File: src/design/lsu_pkg.sv
// Shared types and constants for the load/store unit and its data memory
// Imported by the LSU, the byte aligners, the bus interface and the SRAM model
`default_nettype none

package lsu_pkg;

    // Memory word geometry
    localparam int DATA_W    = 32;
    localparam int NUM_LANES = DATA_W / 8;

    // Access size, low bits of the load/store funct3 field
    typedef enum logic [1:0] {
        BYTE = 2'b00,
        HALF = 2'b01,
        WORD = 2'b10
    } access_size_t;

    // One memory word, seen whole or lane by lane
    typedef union packed {
        logic [DATA_W-1:0]            word;
        logic [NUM_LANES-1:0][7:0]    bytes;
    } mem_word_u;

endpackage

`default_nettype wire

File: src/design/data_bus_if.sv
// Word-aligned data memory bus between the LSU and the data SRAM
// The LSU takes the lsu modport, the memory takes the mem modport
`timescale 1ns/1ps
`default_nettype none

interface data_bus_if;
    import lsu_pkg::*;

    // Request side, always word aligned
    logic [DATA_W-1:0]    addr;
    logic [DATA_W-1:0]    wr_data;
    logic [NUM_LANES-1:0] wr_mask;
    logic                 rd_req;
    logic                 wr_req;

    // Response side, rd_data valid with gnt on reads
    logic [DATA_W-1:0]    rd_data;
    logic                 gnt;

    modport lsu (
        output addr,
        output wr_data,
        output wr_mask,
        output rd_req,
        output wr_req,
        input  rd_data,
        input  gnt
    );

    modport mem (
        input  addr,
        input  wr_data,
        input  wr_mask,
        input  rd_req,
        input  wr_req,
        output rd_data,
        output gnt
    );

endinterface

`default_nettype wire

File: src/design/lsu.sv
// Load/store sequencer, splits crossing accesses into two word accesses
// Driven by the writeback stage with start strobes, talks to memory over data_bus_if
`timescale 1ns/1ps
`default_nettype none

module lsu (
    input  logic                       clk,
    input  logic                       rstz,
    input  logic                       start,
    input  logic                       ld,
    input  logic                       st,
    input  logic [lsu_pkg::DATA_W-1:0] addr,
    input  logic [lsu_pkg::DATA_W-1:0] store_data,
    input  lsu_pkg::access_size_t      data_size,
    input  logic                       data_uns,
    input  logic [4:0]                 rd,
    output logic                       done,
    output logic                       load_en,
    output logic [lsu_pkg::DATA_W-1:0] load_data,
    output logic [4:0]                 load_rd,
    data_bus_if.lsu                    bus
);
    import lsu_pkg::*;

    typedef enum logic [1:0] {
        IDLE,
        FIRST,
        SECOND,
        FINISH
    } state_t;

    state_t state, next_state;

    logic              go;
    logic              live_cross;
    logic [DATA_W-1:0] aligned_addr;
    logic              use_second;
    logic              rd_gnt;

    // Operation captured at start
    logic              op_load;
    logic [4:0]        op_rd;
    access_size_t      op_size;
    logic              op_uns;
    logic [1:0]        op_offset;
    logic              op_cross;
    logic [DATA_W-1:0] op_store_data;
    logic [DATA_W-1:0] word_addr;
    logic [DATA_W-1:0] next_addr;
    mem_word_u         prev_word;

    // Aligner hookup
    logic [DATA_W-1:0]    st_data;
    logic [1:0]           st_offset;
    access_size_t         st_size;
    mem_word_u            first_data, second_data;
    logic [NUM_LANES-1:0] first_mask, second_mask;
    logic [DATA_W-1:0]    load_result;

    // ==================================================================
    // Sequencer

    // Only an idle LSU takes a new operation
    assign go = (state == IDLE) && start && (ld || st);

    assign aligned_addr = {addr[DATA_W-1:2], 2'b00};
    assign live_cross   = (data_size == HALF && addr[1:0] == 2'b11)
                       || (data_size == WORD && addr[1:0] != 2'b00);

    always_ff @(posedge clk or negedge rstz) begin
        if (!rstz) begin
            state <= IDLE;
        end else begin
            state <= next_state;
        end
    end

    always_comb begin
        next_state = state;
        case (state)
            IDLE:   if (go) next_state = FIRST;
            // Crossing access needs the following word too
            FIRST:  if (bus.gnt) next_state = op_cross ? SECOND : FINISH;
            SECOND: if (bus.gnt) next_state = FINISH;
            default: next_state = IDLE;
        endcase
    end

    always_ff @(posedge clk) begin
        if (go) begin
            op_load       <= ld;
            op_rd         <= rd;
            op_size       <= data_size;
            op_uns        <= data_uns;
            op_offset     <= addr[1:0];
            op_cross      <= live_cross;
            op_store_data <= store_data;
            word_addr     <= aligned_addr;
            next_addr     <= aligned_addr + DATA_W'(4);
        end
        // Keep each read word, second grant overwrites the partial result
        if (rd_gnt) begin
            prev_word <= bus.rd_data;
            load_data <= load_result;
        end
    end

    assign rd_gnt = bus.gnt && op_load && (state == FIRST || state == SECOND);

    // Writeback strobes
    assign done    = (state == FINISH);
    assign load_en = done && op_load;
    assign load_rd = op_rd;

    // ==================================================================
    // Memory bus, look-ahead addressing

    // Second word goes out in the grant cycle of the first
    assign use_second = (state == FIRST && bus.gnt) || (state == SECOND);

    always_comb begin
        case (state)
            IDLE:    bus.addr = aligned_addr;
            FIRST:   bus.addr = bus.gnt ? next_addr : word_addr;
            SECOND:  bus.addr = next_addr;
            default: bus.addr = word_addr;
        endcase
    end

    // Requests held until granted, busy memory ignores the repeats
    assign bus.rd_req = (go && ld)
                     || (state == FIRST && op_load && (!bus.gnt || op_cross))
                     || (state == SECOND && op_load && !bus.gnt);
    assign bus.wr_req = (go && !ld)
                     || (state == FIRST && !op_load && (!bus.gnt || op_cross))
                     || (state == SECOND && !op_load && !bus.gnt);

    assign bus.wr_data = use_second ? second_data.word : first_data.word;
    assign bus.wr_mask = use_second ? second_mask : first_mask;

    // Live inputs in idle, since the first write issues in the start cycle
    assign st_data   = (state == IDLE) ? store_data : op_store_data;
    assign st_offset = (state == IDLE) ? addr[1:0] : op_offset;
    assign st_size   = (state == IDLE) ? data_size : op_size;

    lsu_store_align u_store_align (
        .store_data  (st_data),
        .offset      (st_offset),
        .size        (st_size),
        .first_data  (first_data),
        .second_data (second_data),
        .first_mask  (first_mask),
        .second_mask (second_mask)
    );

    lsu_load_align u_load_align (
        .cur_word  (bus.rd_data),
        .prev_word (prev_word),
        .offset    (op_offset),
        .size      (op_size),
        .uns       (op_uns),
        .result    (load_result)
    );

endmodule

`default_nettype wire

File: src/design/lsu_load_align.sv
// Load data extraction from one or two memory words, with sign or zero extension
// Purely combinational; prev_word only matters for boundary-crossing loads
`timescale 1ns/1ps
`default_nettype none

module lsu_load_align (
    input  lsu_pkg::mem_word_u      cur_word,
    input  lsu_pkg::mem_word_u      prev_word,
    input  logic [1:0]              offset,
    input  lsu_pkg::access_size_t   size,
    input  logic                    uns,
    output logic [lsu_pkg::DATA_W-1:0] result
);
    import lsu_pkg::*;

    logic [7:0]        byte_val;
    logic [15:0]       half_val;
    logic [DATA_W-1:0] word_val;

    // ==================================================================
    // Lane selection

    // Bytes never cross, lane is the offset itself
    assign byte_val = cur_word.bytes[offset];

    always_comb begin
        case (offset)
            2'd0: half_val = {cur_word.bytes[1], cur_word.bytes[0]};
            2'd1: half_val = {cur_word.bytes[2], cur_word.bytes[1]};
            2'd2: half_val = {cur_word.bytes[3], cur_word.bytes[2]};
            // Crossing half, low byte sits in the top lane of the earlier word
            default: half_val = {cur_word.bytes[0], prev_word.bytes[3]};
        endcase
    end

    always_comb begin
        case (offset)
            2'd0: word_val = cur_word.word;
            // Upper lanes of prev hold the low-order bytes
            2'd1: word_val = {cur_word.bytes[0], prev_word.bytes[3:1]};
            2'd2: word_val = {cur_word.bytes[1:0], prev_word.bytes[3:2]};
            default: word_val = {cur_word.bytes[2:0], prev_word.bytes[3]};
        endcase
    end

    // ==================================================================
    // Extension to register width

    always_comb begin
        case (size)
            BYTE: begin
                if (uns) result = {{(DATA_W-8){1'b0}}, byte_val};
                else result = {{(DATA_W-8){byte_val[7]}}, byte_val};
            end
            HALF: begin
                if (uns) result = {{(DATA_W-16){1'b0}}, half_val};
                else result = {{(DATA_W-16){half_val[15]}}, half_val};
            end
            // Words need no extension
            default: result = word_val;
        endcase
    end

endmodule

`default_nettype wire

File: src/design/lsu_store_align.sv
// Store data steering into byte lanes, with lane masks for one or two word writes
// Purely combinational; the second word is only written for crossing stores
`timescale 1ns/1ps
`default_nettype none

module lsu_store_align (
    input  logic [lsu_pkg::DATA_W-1:0] store_data,
    input  logic [1:0]                 offset,
    input  lsu_pkg::access_size_t      size,
    output lsu_pkg::mem_word_u         first_data,
    output lsu_pkg::mem_word_u         second_data,
    output logic [lsu_pkg::NUM_LANES-1:0] first_mask,
    output logic [lsu_pkg::NUM_LANES-1:0] second_mask
);
    import lsu_pkg::*;

    logic [NUM_LANES-1:0]   span;
    logic [2*DATA_W-1:0]    data_pair;
    logic [2*NUM_LANES-1:0] mask_pair;

    // Lanes touched when the access starts at lane 0
    always_comb begin
        case (size)
            BYTE:    span = 4'b0001;
            HALF:    span = 4'b0011;
            WORD:    span = 4'b1111;
            default: span = 4'b0000;
        endcase
    end

    // ==================================================================
    // Lane steering over a two-word window

    // Shift by whole lanes, bytes past lane 3 land in the next word
    assign data_pair = {{DATA_W{1'b0}}, store_data} << (8 * offset);
    assign mask_pair = {{NUM_LANES{1'b0}}, span} << offset;

    // Low half goes to the addressed word
    assign first_data  = data_pair[DATA_W-1:0];
    assign first_mask  = mask_pair[NUM_LANES-1:0];

    // Spill into the following word, empty mask when aligned
    assign second_data = data_pair[2*DATA_W-1:DATA_W];
    assign second_mask = mask_pair[2*NUM_LANES-1:NUM_LANES];

endmodule

`default_nettype wire

File: src/flat_wrapper.sv
// flat-port wrapper written by rule: the top's interface ports become plain ports
module lsu_flat import lsu_pkg::*;
  (clk, rstz, start, ld, st, addr, store_data, data_size, data_uns, rd, done, load_en, load_data, load_rd, bus_addr, bus_wr_data, bus_wr_mask, bus_rd_req, bus_wr_req, bus_rd_data, bus_gnt);
  data_bus_if bus_i ();
  input  logic clk;
  input  logic rstz;
  input  logic start;
  input  logic ld;
  input  logic st;
  input  logic [lsu_pkg::DATA_W-1:0] addr;
  input  logic [lsu_pkg::DATA_W-1:0] store_data;
  input  lsu_pkg::access_size_t data_size;
  input  logic data_uns;
  input  logic [4:0] rd;
  output logic done;
  output logic load_en;
  output logic [lsu_pkg::DATA_W-1:0] load_data;
  output logic [4:0] load_rd;
  output wire logic [$bits(bus_i.addr)-1:0] bus_addr;
  output wire logic [$bits(bus_i.wr_data)-1:0] bus_wr_data;
  output wire logic [$bits(bus_i.wr_mask)-1:0] bus_wr_mask;
  output wire logic [$bits(bus_i.rd_req)-1:0] bus_rd_req;
  output wire logic [$bits(bus_i.wr_req)-1:0] bus_wr_req;
  input wire logic [$bits(bus_i.rd_data)-1:0] bus_rd_data;
  input wire logic [$bits(bus_i.gnt)-1:0] bus_gnt;
  assign bus_addr = bus_i.addr;
  assign bus_wr_data = bus_i.wr_data;
  assign bus_wr_mask = bus_i.wr_mask;
  assign bus_rd_req = bus_i.rd_req;
  assign bus_wr_req = bus_i.wr_req;
  assign bus_i.rd_data = bus_rd_data;
  assign bus_i.gnt = bus_gnt;
  lsu u_core (.clk(clk), .rstz(rstz), .start(start), .ld(ld), .st(st), .addr(addr), .store_data(store_data), .data_size(data_size), .data_uns(data_uns), .rd(rd), .done(done), .load_en(load_en), .load_data(load_data), .load_rd(load_rd), .bus(bus_i));
endmodule
File: config.mk
export PLATFORM = sky130hd
export DESIGN_NAME = lsu_flat
export DESIGN_NICKNAME = d
export VERILOG_FILES = /design/src/design/lsu_pkg.sv /design/src/design/data_bus_if.sv /design/src/design/lsu.sv /design/src/design/lsu_load_align.sv /design/src/design/lsu_store_align.sv /design/src/flat_wrapper.sv
export SDC_FILE = /design/constraint.sdc
export NUM_CORES = 1
export LEC_CHECK = 0
export ABC_AREA = 1
export BUFFER_PORTS_ARGS = -buffer_cell sky130_fd_sc_hd__clkbuf_2
export CELL_PAD_IN_SITES_DETAIL_PLACEMENT = 1
export CELL_PAD_IN_SITES_GLOBAL_PLACEMENT = 2
export CORE_ASPECT_RATIO = 0.6
export CORE_UTILIZATION = 35
export CTS_CLUSTER_SIZE = 28
export DETAILED_ROUTE_END_ITERATION = 10
export MAX_ROUTING_LAYER = met4
export PLACE_DENSITY = 0.84
export SLEW_MARGIN = 25
export SYNTH_ARGS = -nofsm -noshare
export SYNTH_HDL_FRONTEND = slang
export SYNTH_HIERARCHICAL = 1
export SYNTH_SLANG_ARGS = --single-unit
export TNS_END_PERCENT = 50
File: constraint.sdc
create_clock -name clk -period 17.2 [get_ports clk]
set_input_delay 0.86 -clock clk [delete_from_list [all_inputs] [get_ports clk]]
set_output_delay 0.86 -clock clk [all_outputs]
set_load 0.02 [all_outputs]
==> flow_summary.yaml, run 1 <==
outcome:
  status: "finished, final reports clean"
die:
  die_x_um: 229
  die-area_sq_um: 31700
  die_h_um: 138
  start_util: 0.359
  core_sq_um: 30200
  top_level_ports: 219
  num_rows: 49
clock_network:
  cts_tree: "built"
  cts_sinks: 162
  clock_latency_ns: 0.44
  path_clk_slew_ns: 0.06
  numCtsBuffers: 17
  postCtsSetupRepairBufs: 0
  cts.path.max_buffers: 2
  cts_resized: 0
  htreeDepth: 4
  postCtsHoldBufs: 0
  ctsRootBufferMaster: "clkbuf_16"
timing:
  slew_violations: 0
  rsz0062_at_grt: "no"
  holdWs_ns: 0.203
  finalSetupTns_ns: 0
  post-route-period-util: 0.295
  max-slew-margin-rel: 0.300
  worst_pin_slew_ns: 1.05
  hold_viol: 0
  fin_crit_ns: 5.07
  final-setup-viol-count: 0
  fmax_mhz: 197
  clock_skew_ns: 0.0130
route:
  ant_nets: 0
  viasPerCell: 5.09
  dr.pass1.iters: 5
  num_vias: 9711
  drt_iter0_markers: 844
  wl_per_cell_um: 18.8
  routed_wl_um: 35900
  drc: 0
global_routing:
  grt_first_pass_wirelength_um: 56700
  grt_pass1_vias: 9728
  grt_max_degree: 85
  grt_busiest_layer: "met1"
  antenna_found_initial: 3
  grt_usage: 0.236
  use_met1: 0.351
  use_met2: 0.334
  grt_use_met3: 0.0373
  overflow: 0
pwr:
  finalPower_uw: 2220
  cellLeakagePower_uw: 0.00586
  ir_drop_mv: 0.0839
  p_per_area_nw_per_um2: 176
placement:
  place_congestion: 0.852
  post_dp_cell_area_sq_um: 12000
  placement.io_buffers: 216
  place_hpwl_um: 25500
synth:
  synth.avg_cell_area_sq_um: 8.26
  syn-instance-count: 1311
  synth_area_sq_um: 10800
  yosysWarnings: 6
finish:
  layout_commonest_cell: "nand2_1"
  stdcell_area_sq_um: 12600
  finalNetCount: 1601
  final_cell_mix: "nand2_1 (484), clkbuf_2 (216), nand3_1 (164), edfxtp_1 (160), inv_1 (98)"
  fin_util: 0.418
  drive_above_1_share: 0.236
  synthToLayoutAreaGrowth_pct: 16.5
min_path:
  hold_class: "in2async"
critical_path:
  cp-end-kind: "output pin"
  worstPathMaxFanout: 68
  startpoint_type: "flop"
  worstPathRequired_ns: 16.34
  path_class: "reg2out"
  cp_data_arrival_time_ns: 4.21
job:
  max_cap_violations: 0
==> report_power, final <==
part | internal, uW | total, uW | switching (uW)
registers | 524 | 546 | 22.0
logic | 419 | 1280 | 857
clock network | 219 | 400 | 181
total | 1160 | 2220 | 1060
==> worst max-delay path: stages, from the launching register on <==
cell      delay (ns)
dfrtp_1         0.43
inv_1           0.12
ha_2            0.17
buf_4           0.60
inv_1           0.39
buf_4           0.34
nand2_1         0.09
nand2_1         0.05
buf_4           0.27
inv_2           0.65
nand3_1         0.16
nand2_1         0.11
mux2_4          0.15
clkbuf_2        0.16
==> final timing paths <==
kind                       slack [ns]  cells after the start            start              endpoint
setup reg to reg                14.03                      8  u_core/state[0]  u_core/next_addr[18]
hold reg to reg                  0.60                      2  u_core/state[0]       u_core/state[0]
setup / recovery                12.13                     13  u_core/state[0]        bus_wr_mask[2]
max in group asynchronous       16.90                      1             rstz       u_core/state[1]
min in group clk                 0.59                      1            rd[0]     u_core/load_rd[0]
hold / removal                   0.20                      1             rstz       u_core/state[0]
==> sequential cells by signal, indices dropped and copies added, names as in the netlist <==
register and count:
u_core/op_size 2, u_core/load_data 32, u_core/op_store_data 32, u_core/prev_word 24
u_core/op_cross 1, u_core/next_addr 30, u_core/op_offset 2, u_core/op_load 1
u_core/state 2, u_core/word_addr 30, u_core/op_uns 1, u_core/load_rd 5
==> layer usage <==
metal,part of all wire,wire length [um],up-vias
li1,-,-,4713
met1,0.50,18000,4715
met2,0.44,15700,263
met3,0.052,1850,20
met4,0.010,359,0
met5,0,0,-
==> metrics by stage <==
stage                     setup WS [ns]  std cells
after global placement            12.71       1871
final                             12.13       1907
after global routing              11.74       1906
after CTS                         12.09       1903
after floorplan                   11.93       1320
after detailed placement          12.58       1871
==> final cells by class <==
type	instances	area, sq um
Timing Repair Buffer	227	1170
Fill cell	3693	17500
Clock inverter	15	170
Antenna cell	4	10.0
Clock buffer	17	425
Sequential cell	162	4850
Multi-Input combinational cell	971	5080
Inverter	103	397
Tap cell	408	510
Power figures use the tool's default switching activity.
==> inputs of run 2 (changes only) <==
--- a/config.mk
+++ b/config.mk
@@ -5,16 +5,16 @@
 export SDC_FILE = /design/constraint.sdc
 export NUM_CORES = 1
 export LEC_CHECK = 0
-export ABC_AREA = 1
+export ABC_AREA = 0
 export BUFFER_PORTS_ARGS = -buffer_cell sky130_fd_sc_hd__clkbuf_2
 export CELL_PAD_IN_SITES_DETAIL_PLACEMENT = 1
 export CELL_PAD_IN_SITES_GLOBAL_PLACEMENT = 2
 export CORE_ASPECT_RATIO = 0.6
-export CORE_UTILIZATION = 35
+export CORE_UTILIZATION = 32
 export CTS_CLUSTER_SIZE = 28
 export DETAILED_ROUTE_END_ITERATION = 10
 export MAX_ROUTING_LAYER = met4
-export PLACE_DENSITY = 0.84
+export PLACE_DENSITY = 0.75
 export SLEW_MARGIN = 25
 export SYNTH_ARGS = -nofsm -noshare
 export SYNTH_HDL_FRONTEND = slang
==> constraint.sdc (replaced) <==
create_clock -name clk -period 4.1 [get_ports clk]
set_input_delay 0.205 -clock clk [delete_from_list [all_inputs] [get_ports clk]]
set_output_delay 0.205 -clock clk [all_outputs]
set_load 0.02 [all_outputs]
==> flow_summary.yaml, run 2 <==
outcome:
  status: "finished, final reports clean"
synth:
  synth.avg_cell_area_sq_um: 11.2
  yosysWarnings: 6
  synth_area_sq_um: 9970
  syn-instance-count: 888
global_routing:
  grt_pass1_vias: 7882
  grt_busiest_layer: "met1"
  grt_use_met3: 0.0401
  grt_usage: 0.193
  use_met1: 0.279
  grt_first_pass_wirelength_um: 46300
  use_met2: 0.273
  antenna_found_initial: 3
  overflow: 0
  grt_max_degree: 67
clock_network:
  numCtsBuffers: 17
  clock_latency_ns: 0.44
  cts_resized: 0
  cts.path.max_buffers: 2
  cts_tree: "built"
  postCtsSetupRepairBufs: 0
  cts_sinks: 162
  ctsRootBufferMaster: "clkbuf_16"
  htreeDepth: 4
  postCtsHoldBufs: 60
  path_clk_slew_ns: 0.07
pwr:
  ir_drop_mv: 0.306
  p_per_area_nw_per_um2: 668
  finalPower_uw: 8330
  cellLeakagePower_uw: 0.00505
critical_path:
  worstPathRequired_ns: 3.89
  startpoint_type: "flop"
  cp-end-kind: "output pin"
  cp_data_arrival_time_ns: 3.43
  r2r-end: "u_core/load_data[4]"
  worstPathMaxFanout: 37
  worst-r2r-setup-slack_ns: 1.48
  reg2regPathDepth: 3
  r2r-start: "u_core/op_offset[1]"
  startpoint: "u_core/state[0]"
  path_class: "reg2out"
finish:
  fill_cells: 3373
  instances_no_fill: 1556
  fin_util: 0.412
  final_cell_mix: "clkbuf_2 (216), nand2_1 (201), edfxtp_1 (160), dlygate4sd3_1 (60), mux2_2 (43)"
  stdcell_area_sq_um: 12500
  drive_above_1_share: 0.306
  top_regs: "u_core/load_data x32, u_core/op_store_data x32"
  layout_commonest_cell: "clkbuf_2"
  finalNetCount: 1251
  synthToLayoutAreaGrowth_pct: 25.1
job:
  max_cap_violations: 0
route:
  viasPerCell: 5.07
  drc: 0
  ant_nets: 0
  dr.pass1.iters: 6
  routed_wl_um: 29800
  wl_per_cell_um: 19.2
  drt_iter0_markers: 607
  num_vias: 7884
timing:
  fmax_mhz: 275
  post-route-period-util: 0.887
  worst_pin_slew_ns: 0.818
  slew_violations: 0
  rsz0062_at_grt: "no"
  hold_viol: 0
  max-slew-margin-rel: 0.455
  finalSetupTns_ns: 0
  fin_crit_ns: 3.64
  clock_skew_ns: 0.0104
  final-setup-viol-count: 0
placement:
  placed_cells: 1461
  post_dp_cell_area_sq_um: 11300
  placement.io_buffers: 216
  place_congestion: 0.774
  place_hpwl_um: 20700
min_path:
  hold_class: "in2reg"
  hold_end: "u_core/word_addr[30]"
  hold_depth: 1
  worstHoldStart: "addr[30]"
die:
  core_sq_um: 30300
  die-area_sq_um: 31900
  start_util: 0.329
  die_h_um: 139
  num_rows: 49
  top_level_ports: 219
  die_x_um: 230
## run 2: per-stage QoR
step           setup slack, ns  hold WS, ns
6_report                 0.461       0.0262
3_5_place_dp             0.876    -0.000659
5_1_grt                  0.239       0.0136
2_1_floorplan            0.653      -0.0906
4_1_cts                  0.385     0.000216
3_3_place_gp             0.946     -0.00227
## run 2: layout make-up
type | count | area, sq um | area share
timing repair buffer | 290 | 1820 | 0.146
multi-input combinational | 649 | 4640 | 0.372
clock inverter | 14 | 164 | 0.0131
tap | 408 | 510 | 0.0409
sequential | 162 | 4850 | 0.389
inverter | 12 | 47.5 | 0.00381
clock buffer | 18 | 429 | 0.0344
antenna | 3 | 7.51 | 0.000602
## run 2: routing by layer
layer | vias to the layer above | part of all wire
met4 | 0 | 0.011
met3 | 19 | 0.046
met5 | - | 0
met2 | 208 | 0.44
met1 | 3930 | 0.51
li1 | 3727 | -
## run 2: critical path: stages (launching register included)
cell and delay [ns]:
dfrtp_1 0.43, inv_1 0.14, ha_4 0.45, buf_4 0.51, mux2_2 0.43, ha_1 0.36
mux2i_1 0.10, mux2_4 0.28, nand2_1 0.06, nand2_1 0.05, clkbuf_2 0.17
## run 2: how the worst max path moves through the flow
stage | to | slack [ns] | cells past startpoint
after floorplan | u_core/load_rd[0] | 0.65 | 5
after global placement | bus_wr_data[7] | 0.95 | 8
after detailed placement | bus_wr_mask[3] | 0.88 | 10
after CTS | bus_wr_mask[3] | 0.38 | 10
after global routing | bus_wr_mask[0] | 0.24 | 11
final | bus_wr_mask[3] | 0.46 | 10
## run 2: power by group
group	switching [uW]	internal [uW]	leakage [uW]
Combinational	2850	1530	0.00328
Clock	702	955	0.000276
Sequential	108	2180	0.00149
Total	3660	4660	0.00505
